[config.mk]
export PLATFORM = sky130hd
export DESIGN_NAME = sign_online_ctrl
export DESIGN_NICKNAME = d
export VERILOG_FILES = /design/src/sign_pkg.sv /design/src/port_select.sv /design/src/sign_config_regs.sv /design/src/sign_online_ctrl.sv /design/src/sign_sequencer.sv
export VERILOG_INCLUDE_DIRS = /design/src
export SDC_FILE = /design/constraint.sdc
export NUM_CORES = 1
export LEC_CHECK = 0
export BUFFER_PORTS_ARGS = -buffer_cell sky130_fd_sc_hd__buf_2
export CAP_MARGIN = 20
export CORE_AREA = 10 10 690 692
export CTS_CLUSTER_DIAMETER = 150
export DETAILED_ROUTE_END_ITERATION = 10
export DIE_AREA = 0 0 700 702
export PLACE_DENSITY_LB_ADDON = 0.15
export SLEW_MARGIN = 20
export SYNTH_ARGS = -nofsm -noshare
export SYNTH_HDL_FRONTEND = slang
export SYNTH_SLANG_ARGS = --single-unit
[constraint.sdc]
create_clock -name i_clk -period 2.5 [get_ports i_clk]
set_input_delay 0.125 -clock i_clk [delete_from_list [all_inputs] [get_ports i_clk]]
set_output_delay 0.125 -clock i_clk [all_outputs]
set_load 0.02 [all_outputs]
[src/sign_defines.svh]
`ifndef SIGN_DEFINES_SVH
`define SIGN_DEFINES_SVH

// ====================
// datapath widths
// ====================

// GF(2^32) word
`define WORD_W          32
// adder lanes in one arithmetic request
`define T_LANES         3
`define HASH_ADDR_W     10

// ====================
// loop bounds
// ====================

`define TAU_DEFAULT     17
`define PARTY_DEFAULT   8
`define TAU_MAX         31
`define PARTY_MAX       15

// ====================
// shared port sources
// ====================

`define HASH_SRC_N      3
`define ARITH_SRC_N     2

`endif

[src/sign_pkg.sv]
`include "sign_defines.svh"

package sign_pkg;

    // one bit per phase engine for start and done alike
    typedef struct packed {
        logic mpc_chal;
        logic cpb;
        logic pc;
        logic evc;
        logic gssp;
    } phase_strobe_t;

    // lengths are in bits
    typedef struct packed {
        logic [`WORD_W-1:0]      data_in;
        logic                    data_out_ready;
        logic [31:0]             input_length;
        logic [31:0]             output_length;
        logic                    start;
        logic                    force_done;
    } hash_req_t;

    typedef struct packed {
        logic [`HASH_ADDR_W-1:0] addr;
        logic                    rd_en;
        logic [`WORD_W-1:0]      data_out;
        logic                    data_out_valid;
        logic                    force_done_ack;
    } hash_rsp_t;

    typedef logic [`T_LANES-1:0][`WORD_W-1:0] lane_vec_t;

    typedef struct packed {
        logic               start_mul32;
        logic [`WORD_W-1:0] x_mul32;
        logic [`WORD_W-1:0] y_mul32;
        logic               start_add32;
        lane_vec_t          in_1_add32;
        lane_vec_t          in_2_add32;
    } arith_req_t;

    typedef struct packed {
        logic [`WORD_W-1:0] o_mul32;
        logic               done_mul32;
        lane_vec_t          add_out;
        logic               done_add32;
    } arith_rsp_t;

    typedef struct packed {
        logic [4:0] tau_count;
        logic [3:0] party_count;
    } sign_cfg_t;

    typedef enum logic [1:0] {
        HSRC_MPC  = 2'd0,
        HSRC_EVC  = 2'd1,
        HSRC_GSSP = 2'd2
    } hash_src_e;

    localparam logic ARITH_SRC_CPB = 1'b0;
    localparam logic ARITH_SRC_PC  = 1'b1;

endpackage

[src/port_select.sv]
module port_select #(
    parameter type REQ_T = sign_pkg::hash_req_t,
    parameter type RSP_T = sign_pkg::hash_rsp_t,
    parameter int  N     = 3,
    parameter int  STB_W = 3
) (
    input  logic [$clog2(N)-1:0] i_sel,
    input  REQ_T                 i_req [N],
    output REQ_T                 o_req,
    input  RSP_T                 i_rsp,
    output RSP_T                 o_rsp [N],
    input  logic [STB_W-1:0]     i_rsp_stb,
    output logic [STB_W-1:0]     o_rsp_stb [N]
);

    // out of range codes give an idle request
    always_comb begin
        if (int'(i_sel) < N) begin
            o_req = i_req[i_sel];
        end else begin
            o_req = '0;
        end
    end

    // payload goes to everyone, strobes only to the owner
    for (genvar k = 0; k < N; k++) begin : g_src
        assign o_rsp[k]     = i_rsp;
        assign o_rsp_stb[k] = (int'(i_sel) == k) ? i_rsp_stb : '0;
    end

endmodule

[src/sign_config_regs.sv]
`include "sign_defines.svh"

module sign_config_regs (
    input  logic                i_clk,
    input  logic                i_rst,
    input  logic                i_cfg_wr,
    input  sign_pkg::sign_cfg_t i_cfg,
    input  logic                i_busy,
    output sign_pkg::sign_cfg_t o_cfg
);

    import sign_pkg::*;

    sign_cfg_t cfg_clamped;

    // saturate each bound to its max
    always_comb begin
        cfg_clamped.tau_count = (i_cfg.tau_count > 5'(`TAU_MAX)) ?
                                5'(`TAU_MAX) : i_cfg.tau_count;
        cfg_clamped.party_count = (i_cfg.party_count > 4'(`PARTY_MAX)) ?
                                  4'(`PARTY_MAX) : i_cfg.party_count;
    end

    always_ff @(posedge i_clk) begin
        if (i_rst) begin
            o_cfg.tau_count   <= 5'(`TAU_DEFAULT);
            o_cfg.party_count <= 4'(`PARTY_DEFAULT);
        end else if (i_cfg_wr && !i_busy) begin
            // writes while a run is active are lost
            o_cfg <= cfg_clamped;
        end
    end

endmodule

[src/sign_online_ctrl.sv]
`include "sign_defines.svh"

module sign_online_ctrl (
    input  logic                    i_clk,
    input  logic                    i_rst,
    input  logic                    i_start,
    output logic                    o_done,
    input  logic                    i_cfg_wr,
    input  sign_pkg::sign_cfg_t     i_cfg,
    output sign_pkg::phase_strobe_t o_phase_start,
    input  sign_pkg::phase_strobe_t i_phase_done,
    output logic [4:0]              o_e_index,
    output logic [3:0]              o_party_index,
    input  sign_pkg::hash_req_t     i_hash_req [`HASH_SRC_N],
    output sign_pkg::hash_req_t     o_hash_req,
    input  sign_pkg::hash_rsp_t     i_hash_rsp,
    output sign_pkg::hash_rsp_t     o_hash_rsp [`HASH_SRC_N],
    input  sign_pkg::arith_req_t    i_arith_req [`ARITH_SRC_N],
    output sign_pkg::arith_req_t    o_arith_req,
    input  sign_pkg::arith_rsp_t    i_arith_rsp,
    output sign_pkg::arith_rsp_t    o_arith_rsp [`ARITH_SRC_N]
);

    import sign_pkg::*;

    sign_cfg_t  cfg;
    logic       busy;
    hash_src_e  hash_sel;
    logic       arith_sel;

    hash_rsp_t  hash_rsp_bc  [`HASH_SRC_N];
    logic [2:0] hash_stb     [`HASH_SRC_N];
    arith_rsp_t arith_rsp_bc [`ARITH_SRC_N];
    logic [1:0] arith_stb    [`ARITH_SRC_N];

    // ====================
    // control
    // ====================

    sign_config_regs u_cfg (
        .i_clk    (i_clk),
        .i_rst    (i_rst),
        .i_cfg_wr (i_cfg_wr),
        .i_cfg    (i_cfg),
        .i_busy   (busy),
        .o_cfg    (cfg)
    );

    sign_sequencer u_seq (
        .i_clk         (i_clk),
        .i_rst         (i_rst),
        .i_start       (i_start),
        .o_done        (o_done),
        .i_cfg         (cfg),
        .o_busy        (busy),
        .o_phase_start (o_phase_start),
        .i_phase_done  (i_phase_done),
        .o_e_index     (o_e_index),
        .o_party_index (o_party_index),
        .o_hash_sel    (hash_sel),
        .o_arith_sel   (arith_sel)
    );

    // ====================
    // hash port
    // ====================

    port_select #(
        .REQ_T (hash_req_t),
        .RSP_T (hash_rsp_t),
        .N     (`HASH_SRC_N),
        .STB_W (3)
    ) u_hash_sel (
        .i_sel     (hash_sel),
        .i_req     (i_hash_req),
        .o_req     (o_hash_req),
        .i_rsp     (i_hash_rsp),
        .o_rsp     (hash_rsp_bc),
        .i_rsp_stb ({i_hash_rsp.rd_en, i_hash_rsp.data_out_valid,
                     i_hash_rsp.force_done_ack}),
        .o_rsp_stb (hash_stb)
    );

    for (genvar k = 0; k < `HASH_SRC_N; k++) begin : g_hash_rsp
        assign o_hash_rsp[k] = '{addr:           hash_rsp_bc[k].addr,
                                 rd_en:          hash_stb[k][2],
                                 data_out:       hash_rsp_bc[k].data_out,
                                 data_out_valid: hash_stb[k][1],
                                 force_done_ack: hash_stb[k][0]};
    end

    // ====================
    // arithmetic port
    // ====================

    port_select #(
        .REQ_T (arith_req_t),
        .RSP_T (arith_rsp_t),
        .N     (`ARITH_SRC_N),
        .STB_W (2)
    ) u_arith_sel (
        .i_sel     (arith_sel),
        .i_req     (i_arith_req),
        .o_req     (o_arith_req),
        .i_rsp     (i_arith_rsp),
        .o_rsp     (arith_rsp_bc),
        .i_rsp_stb ({i_arith_rsp.done_mul32, i_arith_rsp.done_add32}),
        .o_rsp_stb (arith_stb)
    );

    for (genvar k = 0; k < `ARITH_SRC_N; k++) begin : g_arith_rsp
        assign o_arith_rsp[k] = '{o_mul32:    arith_rsp_bc[k].o_mul32,
                                  done_mul32: arith_stb[k][1],
                                  add_out:    arith_rsp_bc[k].add_out,
                                  done_add32: arith_stb[k][0]};
    end

endmodule

[src/sign_sequencer.sv]
module sign_sequencer (
    input  logic                    i_clk,
    input  logic                    i_rst,
    input  logic                    i_start,
    output logic                    o_done,
    input  sign_pkg::sign_cfg_t     i_cfg,
    output logic                    o_busy,
    output sign_pkg::phase_strobe_t o_phase_start,
    input  sign_pkg::phase_strobe_t i_phase_done,
    output logic [4:0]              o_e_index,
    output logic [3:0]              o_party_index,
    output sign_pkg::hash_src_e     o_hash_sel,
    output logic                    o_arith_sel
);

    import sign_pkg::*;

    typedef enum logic [3:0] {
        S_IDLE,
        S_MPC_START,
        S_MPC_WAIT,
        S_ROUND_LOOP,
        S_CPB_START,
        S_CPB_WAIT,
        S_PARTY_LOOP,
        S_PC_START,
        S_PC_WAIT,
        S_EVC_START,
        S_EVC_WAIT,
        S_GSSP_LOOP,
        S_GSSP_START,
        S_GSSP_WAIT,
        S_DONE
    } state_e;

    state_e     state;
    logic [4:0] e_cnt;
    logic [3:0] p_cnt;

    // ====================
    // state and counters
    // ====================

    always_ff @(posedge i_clk) begin
        if (i_rst) begin
            state <= S_IDLE;
            e_cnt <= '0;
            p_cnt <= '0;
        end else begin
            case (state)
                S_IDLE: begin
                    e_cnt <= '0;
                    p_cnt <= '0;
                    if (i_start) begin
                        state <= S_MPC_START;
                    end
                end
                S_MPC_START: state <= S_MPC_WAIT;
                S_MPC_WAIT: begin
                    if (i_phase_done.mpc_chal) begin
                        state <= S_ROUND_LOOP;
                    end
                end
                S_ROUND_LOOP: begin
                    if (e_cnt == i_cfg.tau_count) begin
                        e_cnt <= '0;
                        state <= S_EVC_START;
                    end else begin
                        state <= S_CPB_START;
                    end
                end
                S_CPB_START: state <= S_CPB_WAIT;
                S_CPB_WAIT: begin
                    // party start follows broadcast done directly
                    if (i_phase_done.cpb) begin
                        if (i_cfg.party_count == 4'd0) begin
                            e_cnt <= e_cnt + 5'd1;
                            state <= S_ROUND_LOOP;
                        end else begin
                            state <= S_PC_START;
                        end
                    end
                end
                S_PARTY_LOOP: state <= S_PC_START;
                S_PC_START:   state <= S_PC_WAIT;
                S_PC_WAIT: begin
                    // last party closes the round here, not in the party loop
                    if (i_phase_done.pc) begin
                        if (p_cnt + 4'd1 == i_cfg.party_count) begin
                            p_cnt <= '0;
                            e_cnt <= e_cnt + 5'd1;
                            state <= S_ROUND_LOOP;
                        end else begin
                            p_cnt <= p_cnt + 4'd1;
                            state <= S_PARTY_LOOP;
                        end
                    end
                end
                S_EVC_START: state <= S_EVC_WAIT;
                S_EVC_WAIT: begin
                    if (i_phase_done.evc) begin
                        state <= S_GSSP_LOOP;
                    end
                end
                S_GSSP_LOOP: begin
                    if (e_cnt == i_cfg.tau_count) begin
                        e_cnt <= '0;
                        state <= S_DONE;
                    end else begin
                        state <= S_GSSP_START;
                    end
                end
                S_GSSP_START: state <= S_GSSP_WAIT;
                S_GSSP_WAIT: begin
                    if (i_phase_done.gssp) begin
                        e_cnt <= e_cnt + 5'd1;
                        state <= S_GSSP_LOOP;
                    end
                end
                default: state <= S_IDLE;
            endcase
        end
    end

    // ====================
    // outputs
    // ====================

    always_comb begin
        o_phase_start.mpc_chal = (state == S_MPC_START);
        o_phase_start.cpb      = (state == S_CPB_START);
        o_phase_start.pc       = (state == S_PC_START);
        o_phase_start.evc      = (state == S_EVC_START);
        o_phase_start.gssp     = (state == S_GSSP_START);
    end

    // hash owner follows the phase
    always_comb begin
        case (state)
            S_IDLE, S_MPC_START, S_MPC_WAIT:
                o_hash_sel = HSRC_MPC;
            S_GSSP_LOOP, S_GSSP_START, S_GSSP_WAIT, S_DONE:
                o_hash_sel = HSRC_GSSP;
            default:
                o_hash_sel = HSRC_EVC;
        endcase
    end

    assign o_arith_sel = (state == S_PC_START || state == S_PC_WAIT) ?
                         ARITH_SRC_PC : ARITH_SRC_CPB;

    assign o_done        = (state == S_DONE);
    assign o_busy        = (state != S_IDLE);
    assign o_e_index     = e_cnt;
    assign o_party_index = p_cnt;

endmodule

After elaboration in Yosys (flattened, before gate mapping)

Index checks and enable logic that the tools add are counted.

Register bits after elaboration: 22
Input port bits: 1006
Output and inout bits: 767
Logic and storage cells: 93

Add/subtract/negate cells: 2
Order comparisons: 5
Equality and inequality tests: 27
Multiplexer cells: 37
Bitwise logic cells: 2
Reductions and logical operators: 15

Operator list:

| operator            | count |
|---|---|
| $mux 258            | 3 |
| $mux 99             | 3 |
| $bmux 99 s2         | 1 |
| $pmux 4 s14         | 1 |
| $mux 4              | 10 |
| $mux 5              | 7 |
| $eq 4x4->1 const B  | 7 |
| $pmux 5 s5          | 1 |
| $eq 4x3->1 const B  | 4 |
| $mux 3              | 5 |
| $ne 2x2->1 const B  | 6 |
| $eq 4x2->1 const B  | 2 |
| $logic_not 4->1     | 2 |
| $pmux 4 s2          | 1 |
| $reduce_and 7->1    | 1 |
| $mux 2              | 3 |
| $ne 2x1->1 const B  | 3 |
| $reduce_and 6->1    | 1 |
| $add 5x1->5 const B | 1 |
| $eq 5x5->1          | 1 |
| $gt 5x5->1 const B  | 1 |
| $reduce_bool 5->1   | 1 |
| $add 4x1->4 const B | 1 |
| $eq 2x2->1 const B  | 2 |
| 20 further kinds    | 20 |

Longest topological paths before layout

Depth after elaboration: 8
Mapped depth: 8
Depth with buffers taken out: 6

Cells and area by module

From an unflattened synthesis, not the netlist that was laid out.

Cells, all modules: 1124
Area, all modules: 10502.6 um2

Modules (own cells, without submodules):

| module                    | times used | cells an instance | area each (um2) | seq. area each (um2) |
|---|---|---|---|---|
| port_select (u_arith_sel) | 1          | 551               | 5819.3          | 0.0 |
| port_select (u_hash_sel)  | 1          | 378               | 3118.0          | 0.0 |
| sign_sequencer            | 1          | 156               | 1172.4          | 260.2 |
| sign_config_regs          | 1          | 39                | 392.9           | 180.2 |

Worst setup path before layout

Ideal clock, no wire load.

Kind: reg-to-output
From: register u_seq.state[3]
To: output port o_arith_req[100] (netlist bit)
Data arrival time: 1843 ps
Required time: 2375 ps
Slack: 532 ps
Stages on the path, launching flop included: 8
Path buffers: 3
Path through: dfxtp_1 -> nand2b_2 -> nor2_1 -> or2_1 -> buf_6 -> buf_6 -> buf_6 -> mux2_4

RTL lines:

| item                   | RTL line               | source |
|---|---|---|
| from (decl)            | sign_sequencer.sv:36   | `state_e state;` |
| from (signal assigned) | sign_sequencer.sv:46   | `state <= S_IDLE;` |
| from (signal assigned) | sign_sequencer.sv:55   | `state <= S_MPC_START;` |
| from (signal assigned) | sign_sequencer.sv:58   | `S_MPC_START: state <= S_MPC_WAIT;` |
| to (decl)              | sign_online_ctrl.sv:19 | `output sign_pkg::arith_req_t o_arith_req,` |

==> impl_metrics.env <==
export IMPL_final_net_count=3271
export IMPL_drive_gt1_frac=0.782
export IMPL_synth_cells=1302
export IMPL_slew_limit_headroom=0.537
export IMPL_cts_sinks=22
export IMPL_multiInputGateArea_um2=7070
export IMPL_layout_area_overhead_vs_synth_pct=169
export IMPL_synth_warnings=0
export IMPL_grt_pass1_vias=15400
export IMPL_synth_seq_cells=22
export IMPL_vias=15000
export IMPL_dpl_cell_area_um2=23900
export IMPL_worstSetupEndpointType="output port"
export IMPL_syn_area_um2=10100
export IMPL_antenna_found_initial=191
export IMPL_status="finished clean"
export IMPL_fp_row_count=250
export IMPL_vias_per_cell=1.77
export IMPL_fin_skew_ns=0.00254
export IMPL_synth_edff_count=0
export IMPL_layout_common_cells="920 x buf_2, 220 x nand2_1, 205 x mux2_4"
export IMPL_drc_errors=0
export IMPL_wire_per_inst_um=36.1
export IMPL_r2r_worst_path_cells=7
export IMPL_p_leak_nw=10.4
export IMPL_grt_pass1_wl_um=338000
export IMPL_rsz0062_at_grt="true"
export IMPL_drt_pass1_iter_count=5
export IMPL_grt_start_max_net_pins=56
export IMPL_finalSetupViolations=0
export IMPL_async_flop_share=0
export IMPL_reg2reg_to="u_seq.state[3]"
export IMPL_mappedNetlistNets=2310
export IMPL_holdCritPathClass="in2reg"
export IMPL_postCtsHoldBufs=0
export IMPL_die_w_um=700
export IMPL_crit_start="u_seq.state[3]"
export IMPL_synth_top_cell_area_share=0.283
export IMPL_stdcell_count=8480
export IMPL_holdWs_ns=0.0789
export IMPL_wl_um=306000
export IMPL_ctsLongestPathBuffers=2
export IMPL_r2r_setup_slack_ns=0.46
export IMPL_cts_clk_slew_worst_paths_ns=0.07
export IMPL_grt_use_total=0.117
export IMPL_min_period_over_period=0.995
export IMPL_worst_pin_slew_ns=0.676
export IMPL_arrival_ns=2.36
export IMPL_yosys_most_used_dff="dfxtp_1"
export IMPL_worstPathRequired_ns=2.38
export IMPL_finalInstanceArea_um2=27300
export IMPL_cap_violations=0
export IMPL_portBuffers=1220
export IMPL_gp_congestion=0.849
export IMPL_r2r_start="u_seq.state[3]"
export IMPL_h_tree_depth=1
export IMPL_grt_overflow=0
export IMPL_synth_area_top_cells="buf_4 28%, mux2_4 26%, mux2_2 9.1%"
export IMPL_ir_drop_v=0.000210
export IMPL_criticalPathCategory="reg2out"
export IMPL_clk_latency_ns=0.26
export IMPL_powerDensity_nw_per_um2=215
export IMPL_final_max_slew_violation_count=0
export IMPL_yosysUniqueCellTypes=45
export IMPL_fp_dieArea_um2=491000
export IMPL_nFillCells=54900
export IMPL_initial_core_util=0.0219
export IMPL_hold_viol_final=0
export IMPL_postRouteAntennaNets=0
export IMPL_dr_first_iter_drc_count=946
export IMPL_die_height_um=702
export IMPL_final_common_cell="buf_2"
export IMPL_yosysTopAreaCell="buf_4"
export IMPL_setup_worst_path_start_class="register"
export IMPL_timing_fmax_mhz=402
export IMPL_cts_root_buffer="clkbuf_16"
export IMPL_ios=1773
export IMPL_coreArea_um2=462000
export IMPL_path_max_fanout=6
export IMPL_dp_hpwl_um=287000
export IMPL_yosysSeqAreaShare=0.0434
export IMPL_tns_ns=0
export IMPL_crit_end="o_arith_req[147]"
export IMPL_cts_made_buffers=3
export IMPL_dp_cells=8374
export IMPL_synth_avg_cell_area_um2=7.79
export IMPL_seq_area_um2=453
export IMPL_fin_crit_ns=2.49
export IMPL_finalPower_w=0.00588
export IMPL_cts_tree="built"
## how the worst min path moves through the flow
stage / from / end / slack, ns / cells past startpoint
after floorplan: i_rst / u_seq.state[1] / 0.22 / 1
after global placement: i_arith_rsp[22] / o_arith_rsp[152] / 0.25 / 0
after detailed placement: i_arith_rsp[22] / o_arith_rsp[152] / 0.25 / 0
after CTS: i_cfg[8] / u_cfg.o_cfg[8] / 0.07 / 3
after global routing: i_cfg[8] / u_cfg.o_cfg[8] / 0.08 / 3
final: i_cfg[8] / u_cfg.o_cfg[8] / 0.08 / 3
## repair_timing
| action | 4_1_cts | 5_1_grt |
|---|---|---|
| resized for setup | 478 | 90 |
| pin swaps | 4 | 9 |
| endpoints found under the hold margin | 0 | 0 |
| gates cloned | 18 | 9 |
| setup endpoints to repair | 345 | 309 |
| setup buffers | 29 | 15 |
## state kept, by name, indices dropped and copies added, names as in the netlist
register             cells
u_cfg.o_cfg              9
u_seq.o_e_index          5
u_seq.o_party_index      4
u_seq.state              4
## report_power, final
part           internal (W)  leakage, nW  switching [W]
clock              0.000319       0.0514       0.000155
sequential         0.000365        0.182      0.0000171
combinational       0.00202         10.2        0.00300
## cell usage after synthesis, drive strengths merged (4+ instances only)
master,instances
a31oi,100
dfxtp,22
nand2,224
buf,423
nor2b,7
or3,4
inv,5
xnor2,10
and3,8
nand3,9
nor2,123
clkbuf,42
a21oi,8
nand2b,6
nor3,6
mux2i,15
mux2,258
o21ai,5
## kinds of logic after synthesis
group / synth area share
AOI/OAI and AO/OA: 0.0786
xor gates and xnor gates: 0.0135
adders and majority gates: 0.00247
buffers and inverters: 0.338
DFF: 0.0434
muxes: 0.367
and+or+nand+nor: 0.157
## through the flow
stage / util / setup WS [ns]
floorplan: - / 0.532
global placement: 0.0518 / -0.463
detailed placement: 0.0518 / -0.295
CTS: 0.0576 / -0.152
global route: 0.0589 / -0.0862
finish: 0.0590 / 0.0120
## metal layers
metal  wire, um  part of all wire  vias up  GRT usage
met5       1610            0.0053        -     0.0134
met4       3900             0.013      106    0.00910
met3      67300              0.22      377      0.119
met2     134000              0.44     1517      0.183
met1      99300              0.32     7008      0.110
li1           -                 -     6004          -
## final cells by class
cell class              instances  share of cell area
flip-flops and latches         22              0.0166
clock inverters                 1             0.00110
diodes                         44             0.00404
inverters                       6            0.000825
well taps                    6174               0.283
repair buffers               1421               0.432
multi-input cells             809               0.259
clock buffers                   3             0.00275
## worst max-delay path, stage by stage, from the launching register on
cell	delay, ns
dfxtp_4	0.39
nand2b_4	0.17
nor2_4	0.04
or2_4	0.33
buf_4	0.18
buf_16	0.15
buf_12	0.15
buf_12	0.13
mux2_4	0.36
buf_6	0.15
(Power assumes the default switching activity.)
